--- config.mk ---
export PLATFORM = sky130hd
export DESIGN_NAME = mem_stage_top
export DESIGN_NICKNAME = d
export VERILOG_FILES = /design/src/hw/rv_mem_pkg.sv /design/src/hw/addr_gen.sv /design/src/hw/load_align.sv /design/src/hw/store_format.sv /design/src/hw/amo_alu.sv /design/src/hw/data_ram.sv /design/src/hw/mem_ctrl.sv /design/src/hw/mem_stage_top.sv
export VERILOG_INCLUDE_DIRS = /design/src /design/src/hw
export SDC_FILE = /design/constraint.sdc
export NUM_CORES = 2
export LEC_CHECK = 0
export ABC_AREA = 1
export ABC_CLOCK_PERIOD_IN_PS = 5700
export BUFFER_PORTS_ARGS = -buffer_cell sky130_fd_sc_hd__buf_2
export CAP_MARGIN = 20
export CELL_PAD_IN_SITES_DETAIL_PLACEMENT = 2
export CELL_PAD_IN_SITES_GLOBAL_PLACEMENT = 2
export CORE_ASPECT_RATIO = 1.25
export CORE_MARGIN = 4
export CORE_UTILIZATION = 40
export CTS_BUF_LIST = sky130_fd_sc_hd__clkbuf_8
export CTS_CLUSTER_DIAMETER = 80
export DETAILED_ROUTE_END_ITERATION = 16
export PLACE_DENSITY_LB_ADDON = 0.1
export SETUP_SLACK_MARGIN = 0.05
export SYNTH_ARGS = -nofsm -noshare
export SYNTH_HDL_FRONTEND = slang
export SYNTH_SLANG_ARGS = --single-unit
--- constraint.sdc ---
create_clock -name clk -period 5.7 [get_ports clk]
set_input_delay 0.855 -clock clk [delete_from_list [all_inputs] [get_ports clk]]
set_output_delay 0.855 -clock clk [all_outputs]
set_load 0.02 [all_outputs]
--- src/hw/rv_mem_macros.svh ---
`ifndef RV_MEM_MACROS_SVH
`define RV_MEM_MACROS_SVH

// Integer register width
`define XLEN 64

// Byte address width
`define ALEN 64

// Number of 64-bit lines in the data RAM
`define RAM_LINES 16

`endif

--- src/hw/rv_mem_pkg.sv ---
`include "rv_mem_macros.svh"

package rv_mem_pkg;

    typedef enum logic [4:0] {
        LOAD     = 5'b00000,
        MISC_MEM = 5'b00011,
        STORE    = 5'b01000,
        AMO      = 5'b01011
    } opcode_e;

    typedef enum logic [1:0] {
        BYTE  = 2'b00,
        HALF  = 2'b01,
        WORD  = 2'b10,
        DWORD = 2'b11
    } access_size_e;

    // funct7[6:2] of the A extension
    typedef enum logic [4:0] {
        ADD  = 5'b00000,
        SWAP = 5'b00001,
        LR   = 5'b00010,
        SC   = 5'b00011,
        XOR  = 5'b00100,
        OR   = 5'b01000,
        AND  = 5'b01100,
        MIN  = 5'b10000,
        MAX  = 5'b10100,
        MINU = 5'b11000,
        MAXU = 5'b11100
    } amo_func_e;

    typedef enum logic [3:0] {
        ILLEGAL_INSTR    = 4'd2,
        LOAD_MISALIGNED  = 4'd4,
        LOAD_FAULT       = 4'd5,
        STORE_MISALIGNED = 4'd6,
        STORE_FAULT      = 4'd7
    } trap_cause_e;

    typedef logic [`ALEN-4:0] line_addr_t;    // Address without the byte offset
    typedef logic [`XLEN/8-1:0] byte_mask_t;  // One bit per byte of a line

endpackage

--- src/hw/addr_gen.sv ---
`timescale 1ns/1ps
`include "rv_mem_macros.svh"

module addr_gen import rv_mem_pkg::*; (
    input  logic [4:0]       opcode,
    input  logic [2:0]       funct3,
    input  logic [`XLEN-1:0] rs1_data,
    input  logic [11:0]      i_imm,
    input  logic [11:0]      s_imm,
    output logic [`ALEN-1:0] eff_addr,
    output line_addr_t       line_addr,
    output logic [2:0]       line_offset,
    output logic             misaligned
);

    logic [11:0]  imm;
    access_size_e size;

    always_comb begin
        case (opcode)
            AMO:     imm = 12'd0;      // AMOs address rs1 directly
            STORE:   imm = s_imm;
            default: imm = i_imm;
        endcase
    end

    assign eff_addr    = rs1_data + {{(`ALEN-12){imm[11]}}, imm};
    assign line_addr   = eff_addr[`ALEN-1:3];
    assign line_offset = eff_addr[2:0];
    assign size        = access_size_e'(funct3[1:0]);

    // Any access that is not naturally aligned is rejected
    always_comb begin
        case (size)
            HALF:    misaligned = line_offset[0];
            WORD:    misaligned = |line_offset[1:0];
            DWORD:   misaligned = |line_offset;
            default: misaligned = 1'b0;
        endcase
    end

endmodule

--- src/hw/load_align.sv ---
`timescale 1ns/1ps
`include "rv_mem_macros.svh"

module load_align import rv_mem_pkg::*; (
    input  logic [`XLEN-1:0] ram_rdata,
    input  logic [2:0]       offset_q,
    input  access_size_e     size_q,
    input  logic             unsigned_q,
    output logic [`XLEN-1:0] load_value,
    output logic [31:0]      load_word
);

    logic [`XLEN-1:0] shifted;

    assign shifted   = ram_rdata >> {offset_q, 3'b000};   // Addressed byte moved to bit 0
    assign load_word = shifted[31:0];

    always_comb begin
        case (size_q)
            BYTE: begin
                if (unsigned_q)
                    load_value = {{(`XLEN-8){1'b0}}, shifted[7:0]};
                else
                    load_value = {{(`XLEN-8){shifted[7]}}, shifted[7:0]};
            end
            HALF: begin
                if (unsigned_q)
                    load_value = {{(`XLEN-16){1'b0}}, shifted[15:0]};
                else
                    load_value = {{(`XLEN-16){shifted[15]}}, shifted[15:0]};
            end
            WORD: begin
                // LR.W and AMO*.W also land here, always sign-extended
                if (unsigned_q)
                    load_value = {{(`XLEN-32){1'b0}}, shifted[31:0]};
                else
                    load_value = {{(`XLEN-32){shifted[31]}}, shifted[31:0]};
            end
            default: load_value = ram_rdata;                  // Whole line
        endcase
    end

endmodule

--- src/hw/store_format.sv ---
`timescale 1ns/1ps
`include "rv_mem_macros.svh"

module store_format import rv_mem_pkg::*; (
    input  access_size_e     size,
    input  logic [2:0]       offset,
    input  logic [`XLEN-1:0] rs2_data,
    input  logic [`XLEN-1:0] amo_data,
    input  logic             amo_store,
    output logic [`XLEN-1:0] ram_wdata,
    output byte_mask_t       ram_wmask
);

    logic [`XLEN-1:0] src;

    assign src = amo_store ? amo_data : rs2_data;     // ALU result on the AMO store

    // The field is copied into every slot, the mask picks the addressed one
    always_comb begin
        case (size)
            BYTE: begin
                ram_wdata = {(`XLEN/8){src[7:0]}};
                ram_wmask = byte_mask_t'(1) << offset;
            end
            HALF: begin
                ram_wdata = {(`XLEN/16){src[15:0]}};
                ram_wmask = byte_mask_t'(2'b11) << {offset[2:1], 1'b0};
            end
            WORD: begin
                ram_wdata = {(`XLEN/32){src[31:0]}};
                ram_wmask = byte_mask_t'(4'hf) << {offset[2], 2'b00};
            end
            default: begin
                ram_wdata = src;
                ram_wmask = '1;
            end
        endcase
    end

endmodule

--- src/hw/amo_alu.sv ---
`timescale 1ns/1ps
`include "rv_mem_macros.svh"

module amo_alu import rv_mem_pkg::*; (
    input  amo_func_e        amo_func,
    input  access_size_e     size,
    input  logic [`XLEN-1:0] rs2_data,
    input  logic [`XLEN-1:0] load_value,
    input  logic [31:0]      load_word,
    output logic [`XLEN-1:0] amo_value
);

    logic [31:0]      rs2_w;
    logic [31:0]      res_w;
    logic [`XLEN-1:0] res_d;

    assign rs2_w = rs2_data[31:0];   // Upper rs2 bits ignored for .W

    always_comb begin
        case (amo_func)
            SWAP: begin
                res_w = rs2_w;
                res_d = rs2_data;
            end
            ADD: begin
                res_w = rs2_w + load_word;
                res_d = rs2_data + load_value;
            end
            XOR: begin
                res_w = rs2_w ^ load_word;
                res_d = rs2_data ^ load_value;
            end
            AND: begin
                res_w = rs2_w & load_word;
                res_d = rs2_data & load_value;
            end
            OR: begin
                res_w = rs2_w | load_word;
                res_d = rs2_data | load_value;
            end
            MIN: begin
                res_w = $signed(rs2_w) < $signed(load_word) ? rs2_w : load_word;
                res_d = $signed(rs2_data) < $signed(load_value) ? rs2_data : load_value;
            end
            MAX: begin
                res_w = $signed(rs2_w) > $signed(load_word) ? rs2_w : load_word;
                res_d = $signed(rs2_data) > $signed(load_value) ? rs2_data : load_value;
            end
            MINU: begin
                res_w = rs2_w < load_word ? rs2_w : load_word;
                res_d = rs2_data < load_value ? rs2_data : load_value;
            end
            MAXU: begin
                res_w = rs2_w > load_word ? rs2_w : load_word;
                res_d = rs2_data > load_value ? rs2_data : load_value;
            end
            default: begin                        // LR/SC never reach the store step
                res_w = load_word;
                res_d = load_value;
            end
        endcase
    end

    assign amo_value = size == WORD ? {(`XLEN/32){res_w}} : res_d;

endmodule

--- src/hw/data_ram.sv ---
`timescale 1ns/1ps
`include "rv_mem_macros.svh"

module data_ram import rv_mem_pkg::*; (
    input  logic             clk,
    input  logic             rst,
    input  logic             ram_req,
    input  logic             ram_we,
    input  line_addr_t       ram_addr,
    input  logic [`XLEN-1:0] ram_wdata,
    input  byte_mask_t       ram_wmask,
    output logic             ram_ack,
    output logic [`XLEN-1:0] ram_rdata,
    output logic             ram_fault
);

    localparam int IDX_W = $clog2(`RAM_LINES);

    logic [`XLEN-1:0] mem [`RAM_LINES];
    line_addr_t       last_line;           // Line of the previous request
    line_addr_t       addr_q;
    logic             we_q;
    logic [`XLEN-1:0] wdata_q;
    byte_mask_t       wmask_q;
    logic [1:0]       wait_cnt;            // Ack when it reaches 1
    logic             in_range;
    logic [IDX_W-1:0] idx;

    assign in_range  = addr_q < `RAM_LINES;
    assign idx       = addr_q[IDX_W-1:0];
    assign ram_ack   = wait_cnt == 2'd1;
    assign ram_fault = !in_range;
    assign ram_rdata = in_range ? mem[idx] : '0;

    always_ff @(posedge clk) begin
        if (rst) begin
            wait_cnt  <= 2'd0;
            last_line <= '0;
            for (int i = 0; i < `RAM_LINES; i++)
                mem[i] <= '0;
        end else begin
            if (ram_req) begin
                wait_cnt  <= ram_addr == last_line ? 2'd1 : 2'd3;   // Same line is fast
                last_line <= ram_addr;
            end else if (wait_cnt != 2'd0) begin
                wait_cnt <= wait_cnt - 2'd1;
            end
            // Write lands at the end of the ack cycle, faulting lines are untouched
            if (ram_ack && we_q && in_range) begin
                for (int b = 0; b < `XLEN/8; b++)
                    if (wmask_q[b])
                        mem[idx][b*8 +: 8] <= wdata_q[b*8 +: 8];
            end
        end
    end

    always_ff @(posedge clk) begin
        if (ram_req) begin
            addr_q  <= ram_addr;
            we_q    <= ram_we;
            wdata_q <= ram_wdata;
            wmask_q <= ram_wmask;
        end
    end

endmodule

--- src/hw/mem_ctrl.sv ---
`timescale 1ns/1ps
`include "rv_mem_macros.svh"

module mem_ctrl import rv_mem_pkg::*; (
    input  logic             clk,
    input  logic             rst,
    input  logic             in_valid,
    input  logic [4:0]       opcode,
    input  logic [2:0]       funct3,
    input  logic [6:0]       funct7,
    input  line_addr_t       line_addr,
    input  logic [2:0]       line_offset,
    input  logic             misaligned,
    input  logic [`ALEN-1:0] eff_addr,
    input  logic [`XLEN-1:0] load_value,
    input  logic [`XLEN-1:0] amo_value,
    input  logic             ram_ack,
    input  logic             ram_fault,
    output logic             ram_req,
    output logic             ram_we,
    output line_addr_t       ram_addr,
    output logic             amo_store,
    output logic [`XLEN-1:0] amo_data,
    output access_size_e     size_q,
    output logic             unsigned_q,
    output logic [2:0]       offset_q,
    output amo_func_e        amo_func_q,
    output logic             out_valid,
    output logic             exception,
    output trap_cause_e      trap_cause,
    output logic [`ALEN-1:0] fault_addr,
    output logic [`XLEN-1:0] result
);

    typedef enum logic [1:0] {IDLE, WAIT_LOAD, AMO_STORE, WAIT_STORE} state_e;

    state_e    state;
    logic      reserved;          // LR/SC reservation flag
    amo_func_e func;
    logic      is_store, is_fence, is_amo, is_lr, is_sc;
    logic      amo_known, illegal, writes, store_side, sc_fail, done_now;

    assign func       = amo_func_e'(funct7[6:2]);
    assign is_store   = opcode == STORE;
    assign is_fence   = opcode == MISC_MEM;
    assign is_amo     = opcode == AMO;
    assign is_lr      = is_amo && func == LR;
    assign is_sc      = is_amo && func == SC;
    assign writes     = is_store || is_sc;
    assign store_side = is_store || (is_amo && !is_lr);   // Store/AMO causes
    assign sc_fail    = is_sc && !reserved;
    assign done_now   = illegal || is_fence || misaligned || sc_fail;

    always_comb begin
        case (func)
            LR, SC, SWAP, ADD, XOR, AND, OR, MIN, MAX, MINU, MAXU: amo_known = 1'b1;
            default: amo_known = 1'b0;
        endcase
        case (opcode)
            LOAD:     illegal = funct3 == 3'b111;
            STORE:    illegal = funct3[2];
            MISC_MEM: illegal = funct3 != 3'b000;            // Only a plain FENCE
            AMO:      illegal = funct3[2:1] != 2'b01 || !amo_known;
            default:  illegal = 1'b1;
        endcase
    end

    always_ff @(posedge clk) begin
        if (rst) begin
            state     <= IDLE;
            out_valid <= 1'b0;
            ram_req   <= 1'b0;
            ram_we    <= 1'b0;
            reserved  <= 1'b0;
        end else begin
            out_valid <= 1'b0;
            ram_req   <= 1'b0;
            ram_we    <= 1'b0;
            case (state)
                IDLE: if (in_valid) begin
                    if (done_now) begin
                        out_valid <= 1'b1;
                    end else begin
                        ram_req <= 1'b1;
                        ram_we  <= writes;
                        state   <= writes ? WAIT_STORE : WAIT_LOAD;
                    end
                    if (!illegal && writes)
                        reserved <= 1'b0;
                    else if (!illegal && is_lr && !misaligned)
                        reserved <= 1'b1;
                end
                WAIT_LOAD: if (ram_ack) begin
                    if (amo_store && !ram_fault) begin
                        state <= AMO_STORE;               // ALU step
                    end else begin
                        out_valid <= 1'b1;
                        state     <= IDLE;
                    end
                end
                AMO_STORE: begin
                    ram_req <= 1'b1;
                    ram_we  <= 1'b1;
                    state   <= WAIT_STORE;
                end
                WAIT_STORE: if (ram_ack) begin
                    out_valid <= 1'b1;
                    state     <= IDLE;
                end
                default: state <= IDLE;
            endcase
        end
    end

    // Instruction fields, result and trap payload
    always_ff @(posedge clk) begin
        if (state == IDLE && in_valid) begin
            ram_addr   <= line_addr;
            offset_q   <= line_offset;
            size_q     <= access_size_e'(funct3[1:0]);
            unsigned_q <= funct3[2];
            amo_func_q <= func;
            amo_store  <= is_amo && !is_lr && !is_sc;     // Read-modify-write AMO
            fault_addr <= eff_addr;
            result     <= {{(`XLEN-1){1'b0}}, sc_fail};   // SC reports 1 on failure
            exception  <= illegal || (!is_fence && misaligned);
            if (illegal)
                trap_cause <= ILLEGAL_INSTR;
            else
                trap_cause <= store_side ? STORE_MISALIGNED : LOAD_MISALIGNED;
        end
        if (state == WAIT_LOAD && ram_ack) begin
            result     <= ram_fault ? '0 : load_value;    // Old value for LR and AMOs
            amo_data   <= amo_value;
            exception  <= ram_fault;
            trap_cause <= amo_store ? STORE_FAULT : LOAD_FAULT;
        end
        if (state == WAIT_STORE && ram_ack) begin
            exception  <= ram_fault;
            trap_cause <= STORE_FAULT;
        end
    end

endmodule

--- src/hw/mem_stage_top.sv ---
`timescale 1ns/1ps
`include "rv_mem_macros.svh"

module mem_stage_top import rv_mem_pkg::*; (
    input  logic             clk,
    input  logic             rst,
    input  logic             in_valid,
    input  logic [4:0]       opcode,
    input  logic [2:0]       funct3,
    input  logic [6:0]       funct7,
    input  logic [`XLEN-1:0] rs1_data,
    input  logic [`XLEN-1:0] rs2_data,
    input  logic [11:0]      i_imm,
    input  logic [11:0]      s_imm,
    output logic             out_valid,
    output logic             exception,
    output trap_cause_e      trap_cause,
    output logic [`ALEN-1:0] fault_addr,
    output logic [`XLEN-1:0] result
);

    logic [`ALEN-1:0] eff_addr;
    line_addr_t       line_addr;
    logic [2:0]       line_offset;
    logic             misaligned;
    logic [`XLEN-1:0] load_value;
    logic [31:0]      load_word;
    logic [`XLEN-1:0] amo_value;
    logic [`XLEN-1:0] amo_data;
    logic             amo_store;
    access_size_e     size_q;
    logic             unsigned_q;
    logic [2:0]       offset_q;
    amo_func_e        amo_func_q;
    logic             ram_req;
    logic             ram_we;
    line_addr_t       ram_addr;
    logic [`XLEN-1:0] ram_wdata;
    byte_mask_t       ram_wmask;
    logic             ram_ack;
    logic [`XLEN-1:0] ram_rdata;
    logic             ram_fault;

    addr_gen u_addr_gen (
        .opcode(opcode), .funct3(funct3), .rs1_data(rs1_data), .i_imm(i_imm),
        .s_imm(s_imm), .eff_addr(eff_addr), .line_addr(line_addr),
        .line_offset(line_offset), .misaligned(misaligned)
    );

    mem_ctrl u_ctrl (
        .clk(clk), .rst(rst), .in_valid(in_valid), .opcode(opcode), .funct3(funct3),
        .funct7(funct7), .line_addr(line_addr), .line_offset(line_offset),
        .misaligned(misaligned), .eff_addr(eff_addr), .load_value(load_value),
        .amo_value(amo_value), .ram_ack(ram_ack), .ram_fault(ram_fault),
        .ram_req(ram_req), .ram_we(ram_we), .ram_addr(ram_addr), .amo_store(amo_store),
        .amo_data(amo_data), .size_q(size_q), .unsigned_q(unsigned_q),
        .offset_q(offset_q), .amo_func_q(amo_func_q), .out_valid(out_valid),
        .exception(exception), .trap_cause(trap_cause), .fault_addr(fault_addr),
        .result(result)
    );

    load_align u_load_align (
        .ram_rdata(ram_rdata), .offset_q(offset_q), .size_q(size_q),
        .unsigned_q(unsigned_q), .load_value(load_value), .load_word(load_word)
    );

    store_format u_store_format (
        .size(size_q), .offset(line_offset), .rs2_data(rs2_data), .amo_data(amo_data),
        .amo_store(amo_store), .ram_wdata(ram_wdata), .ram_wmask(ram_wmask)
    );

    amo_alu u_amo_alu (
        .amo_func(amo_func_q), .size(size_q), .rs2_data(rs2_data),
        .load_value(load_value), .load_word(load_word), .amo_value(amo_value)
    );

    data_ram u_ram (
        .clk(clk), .rst(rst), .ram_req(ram_req), .ram_we(ram_we), .ram_addr(ram_addr),
        .ram_wdata(ram_wdata), .ram_wmask(ram_wmask), .ram_ack(ram_ack),
        .ram_rdata(ram_rdata), .ram_fault(ram_fault)
    );

endmodule

==> results.yml, run 1 <==
placed_design:
  place.gp.congestion: 1.02
  io_buffers: 300
  post-dp-hpwl_mm: 356
yosys:
  ys_types: 71
  async_flop_share_pct: 0
  synthFlopType: "edfxtp_1"
  syn-num-nets: 10900
  synth_area_per_cell_um2: 8.19
  ys_seq_elements: 1436
  yosysWarnings: 0
  synth_area_um2: 85300
  syn-instance-count: 10400
  ys_seq_area_share_pct: 49.6
  synth_edf_count: 1360
clocking:
  cts-root-buf: "clkbuf_8"
  clockBufferDepth: 4
  cts_num_sinks: 1436
  htree_levels: 4
  cts_made_buffers: 247
timing:
  worst_endpoint: "u_ctrl.amo_data[1]$_DFFE_PP_/D"
  worst_endpoint_kind: "register input"
floorplanning:
  start_util_pct: 40.2
  num_io_pins: 304
  die_w_um: 421
  rows: 189
  die_h_um: 524
grt:
  grt_max_degree: 89
  overflow: 294
  antenna_found_initial: 94
  grt_util_all_layers_pct: 83.1
outcome:
  flow.stopped_at: "global routing (5_1_grt)"
  status: "stopped before the end"
  error_line: "[ERROR GRT-0232] Routing congestion too high. Check the congestion heatmap in the GUI."
## metrics by stage
step | cells | TNS [ps] | worst slack, ps | util (%) | cell area (um^2)
after global placement | 14300 | -65070 | -1170 | 46.6 | 98800
after CTS | 14900 | -521 | -63.2 | 51.1 | 108000
after floorplan | 10400 | 0 | 815 | - | 85300
after detailed placement | 14300 | -87280 | -1550 | 46.6 | 98900
## Yosys cell counts (76+ instances only)
cell,n,area [um^2]
inv_1,774,2910
a21oi_1,559,2800
o211ai_1,89,668
nand2_1,2620,9830
edfxtp_1,1360,40800
buf_2,124,621
nand3_1,1158,5800
clkbuf_1,251,942
o21ai_0,567,2840
dfxtp_1,76,1520
nor2_1,1635,6140
ha_1,353,4420
## what timing repair did
action                                  in CTS
hold endpoints to repair                     3
gates cloned                                16
pin swaps                                  164
resized for setup                          866
endpoints found under the setup margin      64
hold buffers                                 3
buffers inserted                           111
## kinds of logic after synthesis
| family | synth area share [%] |
|---|---|
| other cells | 0.00439 |
| simple gates | 27.2 |
| compound gates | 10.4 |
| fa+ha+maj | 5.25 |
| buf+inv | 6.57 |
| flops | 49.6 |
| xor+xnor | 0.944 |
## layer usage
metal	GRT usage (%)	overflow
met1	81.6	3
met2	95.5	133
met3	71.8	9
met4	86.9	149
met5	47.1	0
==> run 2: changes to the inputs <==
--- a/config.mk
+++ b/config.mk
@@ -10,16 +10,10 @@
 export ABC_CLOCK_PERIOD_IN_PS = 5700
 export BUFFER_PORTS_ARGS = -buffer_cell sky130_fd_sc_hd__buf_2
 export CAP_MARGIN = 20
-export CELL_PAD_IN_SITES_DETAIL_PLACEMENT = 2
-export CELL_PAD_IN_SITES_GLOBAL_PLACEMENT = 2
-export CORE_ASPECT_RATIO = 1.25
 export CORE_MARGIN = 4
-export CORE_UTILIZATION = 40
-export CTS_BUF_LIST = sky130_fd_sc_hd__clkbuf_8
-export CTS_CLUSTER_DIAMETER = 80
+export CORE_UTILIZATION = 33
 export DETAILED_ROUTE_END_ITERATION = 16
-export PLACE_DENSITY_LB_ADDON = 0.1
-export SETUP_SLACK_MARGIN = 0.05
+export PLACE_DENSITY_LB_ADDON = 0.15
 export SYNTH_ARGS = -nofsm -noshare
 export SYNTH_HDL_FRONTEND = slang
 export SYNTH_SLANG_ARGS = --single-unit
==> run 2 against run 1 <==
Compared with the run above: the flow now finishes, with violations (setup timing); synthesized area unchanged; synthesized cell count unchanged.
==> results.yml, run 2 <==
timing:
  hold_violations: 0
  period_needed_ps: 5860
  period_share_pct: 103
  tns_ps: -2040
  fmax_ghz: 0.171
  tightestPinTransition_ps: 1360
  slew_headroom_pct: 8.68
  drv_slew: 0
  rsz0062_at_grt: "true"
  finalHoldWorstSlack_ps: 232
  setup_viol: 46
  post-route-worst-setup-slack_ps: -164
  finalClockSkew_ps: 41.7
yosys:
  synth_area_um2: 85300
  syn-instance-count: 10400
  async_flop_share_pct: 0
  yosys-top-cells-count: "2620 x nand2_1, 1635 x nor2_1, 1360 x edfxtp_1"
  synthFlopType: "edfxtp_1"
  synth_top_cell_by_area: "edfxtp_1"
  synth_edf_count: 1360
  yosysMostFrequentCell: "nand2_1"
  ys_types: 71
  yosysWarnings: 0
  ys_seq_area_share_pct: 49.6
  synth_area_per_cell_um2: 8.19
  ys_seq_elements: 1436
  yosys.area.top_type_share_pct: 47.9
  synth_area_leaders: "edfxtp_1 48%, nand2_1 12%, nor2_1 7.2%, nand3_1 6.8%, ha_1 5.2%"
  syn-num-nets: 10900
setup_path:
  cp_top_family: "simple AND/OR/NAND/NOR gates"
  crit_required_ps: 6290
  max_stage_delay_ps: 380
  critPathSlowestCell: "dfxtp_4"
  path_buf_inv: 12
  startpoint_type: "register"
  cp_max_fo: 20
  endpoint_kind: "register"
  path_class: "reg2reg"
  cpMostUsedCell: "nand2_1"
  arrival_ps: 6450
route:
  drtIter0Drc: 9656
  wl_mm: 398
  first_pass_iters: 7
  via_count: 83100
  wl_per_cell_um: 25.9
  postRouteAntennaNets: 0
  drc: 0
  viasPerCell: 5.41
layout:
  drive_above_1_share_pct: 20.3
  finalNetCount: 12300
  final_cell_mix: "2509 x nand2_1, 1590 x nor2_1, 1360 x edfxtp_1"
  multi_input_area_um2: 39300
  final_cells: 15300
  mostFrequentLayoutCell: "nand2_1"
  largest_reg_flops: 1024
  largest_register: "u_ram.mem"
  stdcell_area_um2: 109000
  nFillCells: 25700
  syn2layout_area_growth_pct: 27.3
  regArea_um2: 42400
clocking:
  clockBufferDepth: 3
  clk_pin_slew_ps: 60
  postCtsHoldBufs: 0
  cts-root-buf: "clkbuf_16"
  worstSkewPairLatency_ps: 840
  cts_num_sinks: 1436
  cts_tree: "done"
  htree_levels: 4
  cts_made_buffers: 165
grt:
  grt_max_degree: 100
  grt_pass1_vias: 78900
  overflow: 0
  antenna_found_initial: 28
  grt_util_all_layers_pct: 28.8
  grt_first_pass_wirelength_mm: 560
pwr:
  ir_drop_uv: 288
  power.leakage_nw: 46.5
  p_per_area_nw_per_um2: 278
placed_design:
  io_buffers: 300
  placed_area_um2: 100000
  place.gp.congestion: 1.03
  post-dp-hpwl_mm: 297
  place_ws_ps: -811
  dp_cells: 14900
floorplanning:
  die_area_um2: 267000
  num_io_pins: 304
  start_util_pct: 33.2
  rows: 186
  die_w_um: 517
  die_h_um: 517
  core_um2: 257000
outcome:
  status: "finished with violations"
  violations: "setup timing"
run:
  maxCapViolCount: 0
min_path:
  min_path_type: "in2reg"
  worstHoldStart: "funct7[4]"
[run 2: cell counts after synthesis]
No cell type changed its count.
[run 2: routing by layer]
metal	global-route usage (%)	wire length, um	vias up	part of all wire (%)
met4	11.0	18200	12	4.6
met5	0	82	-	0.021
met1	40.2	173000	40500	43
met2	44.1	173000	3719	43
li1	-	-	38100	-
met3	5.47	34200	692	8.6
[run 2: cell families after synthesis]
kind of cell / count (synthesis) / synth area share, %
compound gates: 1567 / 10.4
simple gates: 5649 / 27.2
buf+inv: 1322 / 6.57
flops: 1436 / 49.6
xor+xnor: 92 / 0.944
fa+ha+maj: 356 / 5.25
other cells: 1 / 0.00439
[run 2: timing repair]
action | 4_1_cts | 5_1_grt
buffers inserted | 33 | 27
setup endpoints to repair | 64 | 64
hold endpoints to repair | 0 | 0
gates cloned | 15 | 4
pin swaps | 35 | 49
gates resized for setup | 316 | 237
[run 2: worst paths after layout]
kind                           to  slack (ps)  depth (start not counted)
max reg2reg   u_ctrl.amo_data[36]        -160                         35
min reg2reg            u_ram.we_q         410                          0
max           u_ctrl.amo_data[36]        -160                         35
min          u_ctrl.amo_func_q[2]         230                          1
[run 2: cell type report]
type	count	share of cell area [%]
diodes	12	0.0276
clock buffers	209	4.07
clock inverters	99	0.875
inverters	797	2.81
multi-input cells	7665	36.1
flip-flops and latches	1436	39.0
well taps	3384	3.90
repair buffers	1743	13.2
repair inverters	2	0.0334
[run 2: where the power goes]
| group | internal (mW) | switching [mW] | total, mW |
|---|---|---|---|
| Clock | 6.11 | 4.67 | 10.8 |
| Combinational | 2.64 | 4.44 | 7.09 |
| Sequential | 12.1 | 0.289 | 12.4 |
[run 2: worst register-to-register path, delay by kind of cell, from the launching register on]
| kind | cells | cell delay (ps) |
|---|---|---|
| AND/OR/NAND/NOR | 21 | 2810 |
| adder cells (fa/ha/maj) | 1 | 300 |
| buffers and inverters | 12 | 1960 |
| flip-flops | 1 | 380 |
| AO/OA/AOI/OAI | 1 | 170 |
[run 2: metrics by stage]
step                utilization (%)  total power, mW
detailed placement             38.9             19.1
global placement               38.9             19.1
floorplan                         -             15.5
global route                   42.2             31.3
finish                         42.3             30.3
CTS                            41.7             30.1
Power figures use the tool's default switching activity.
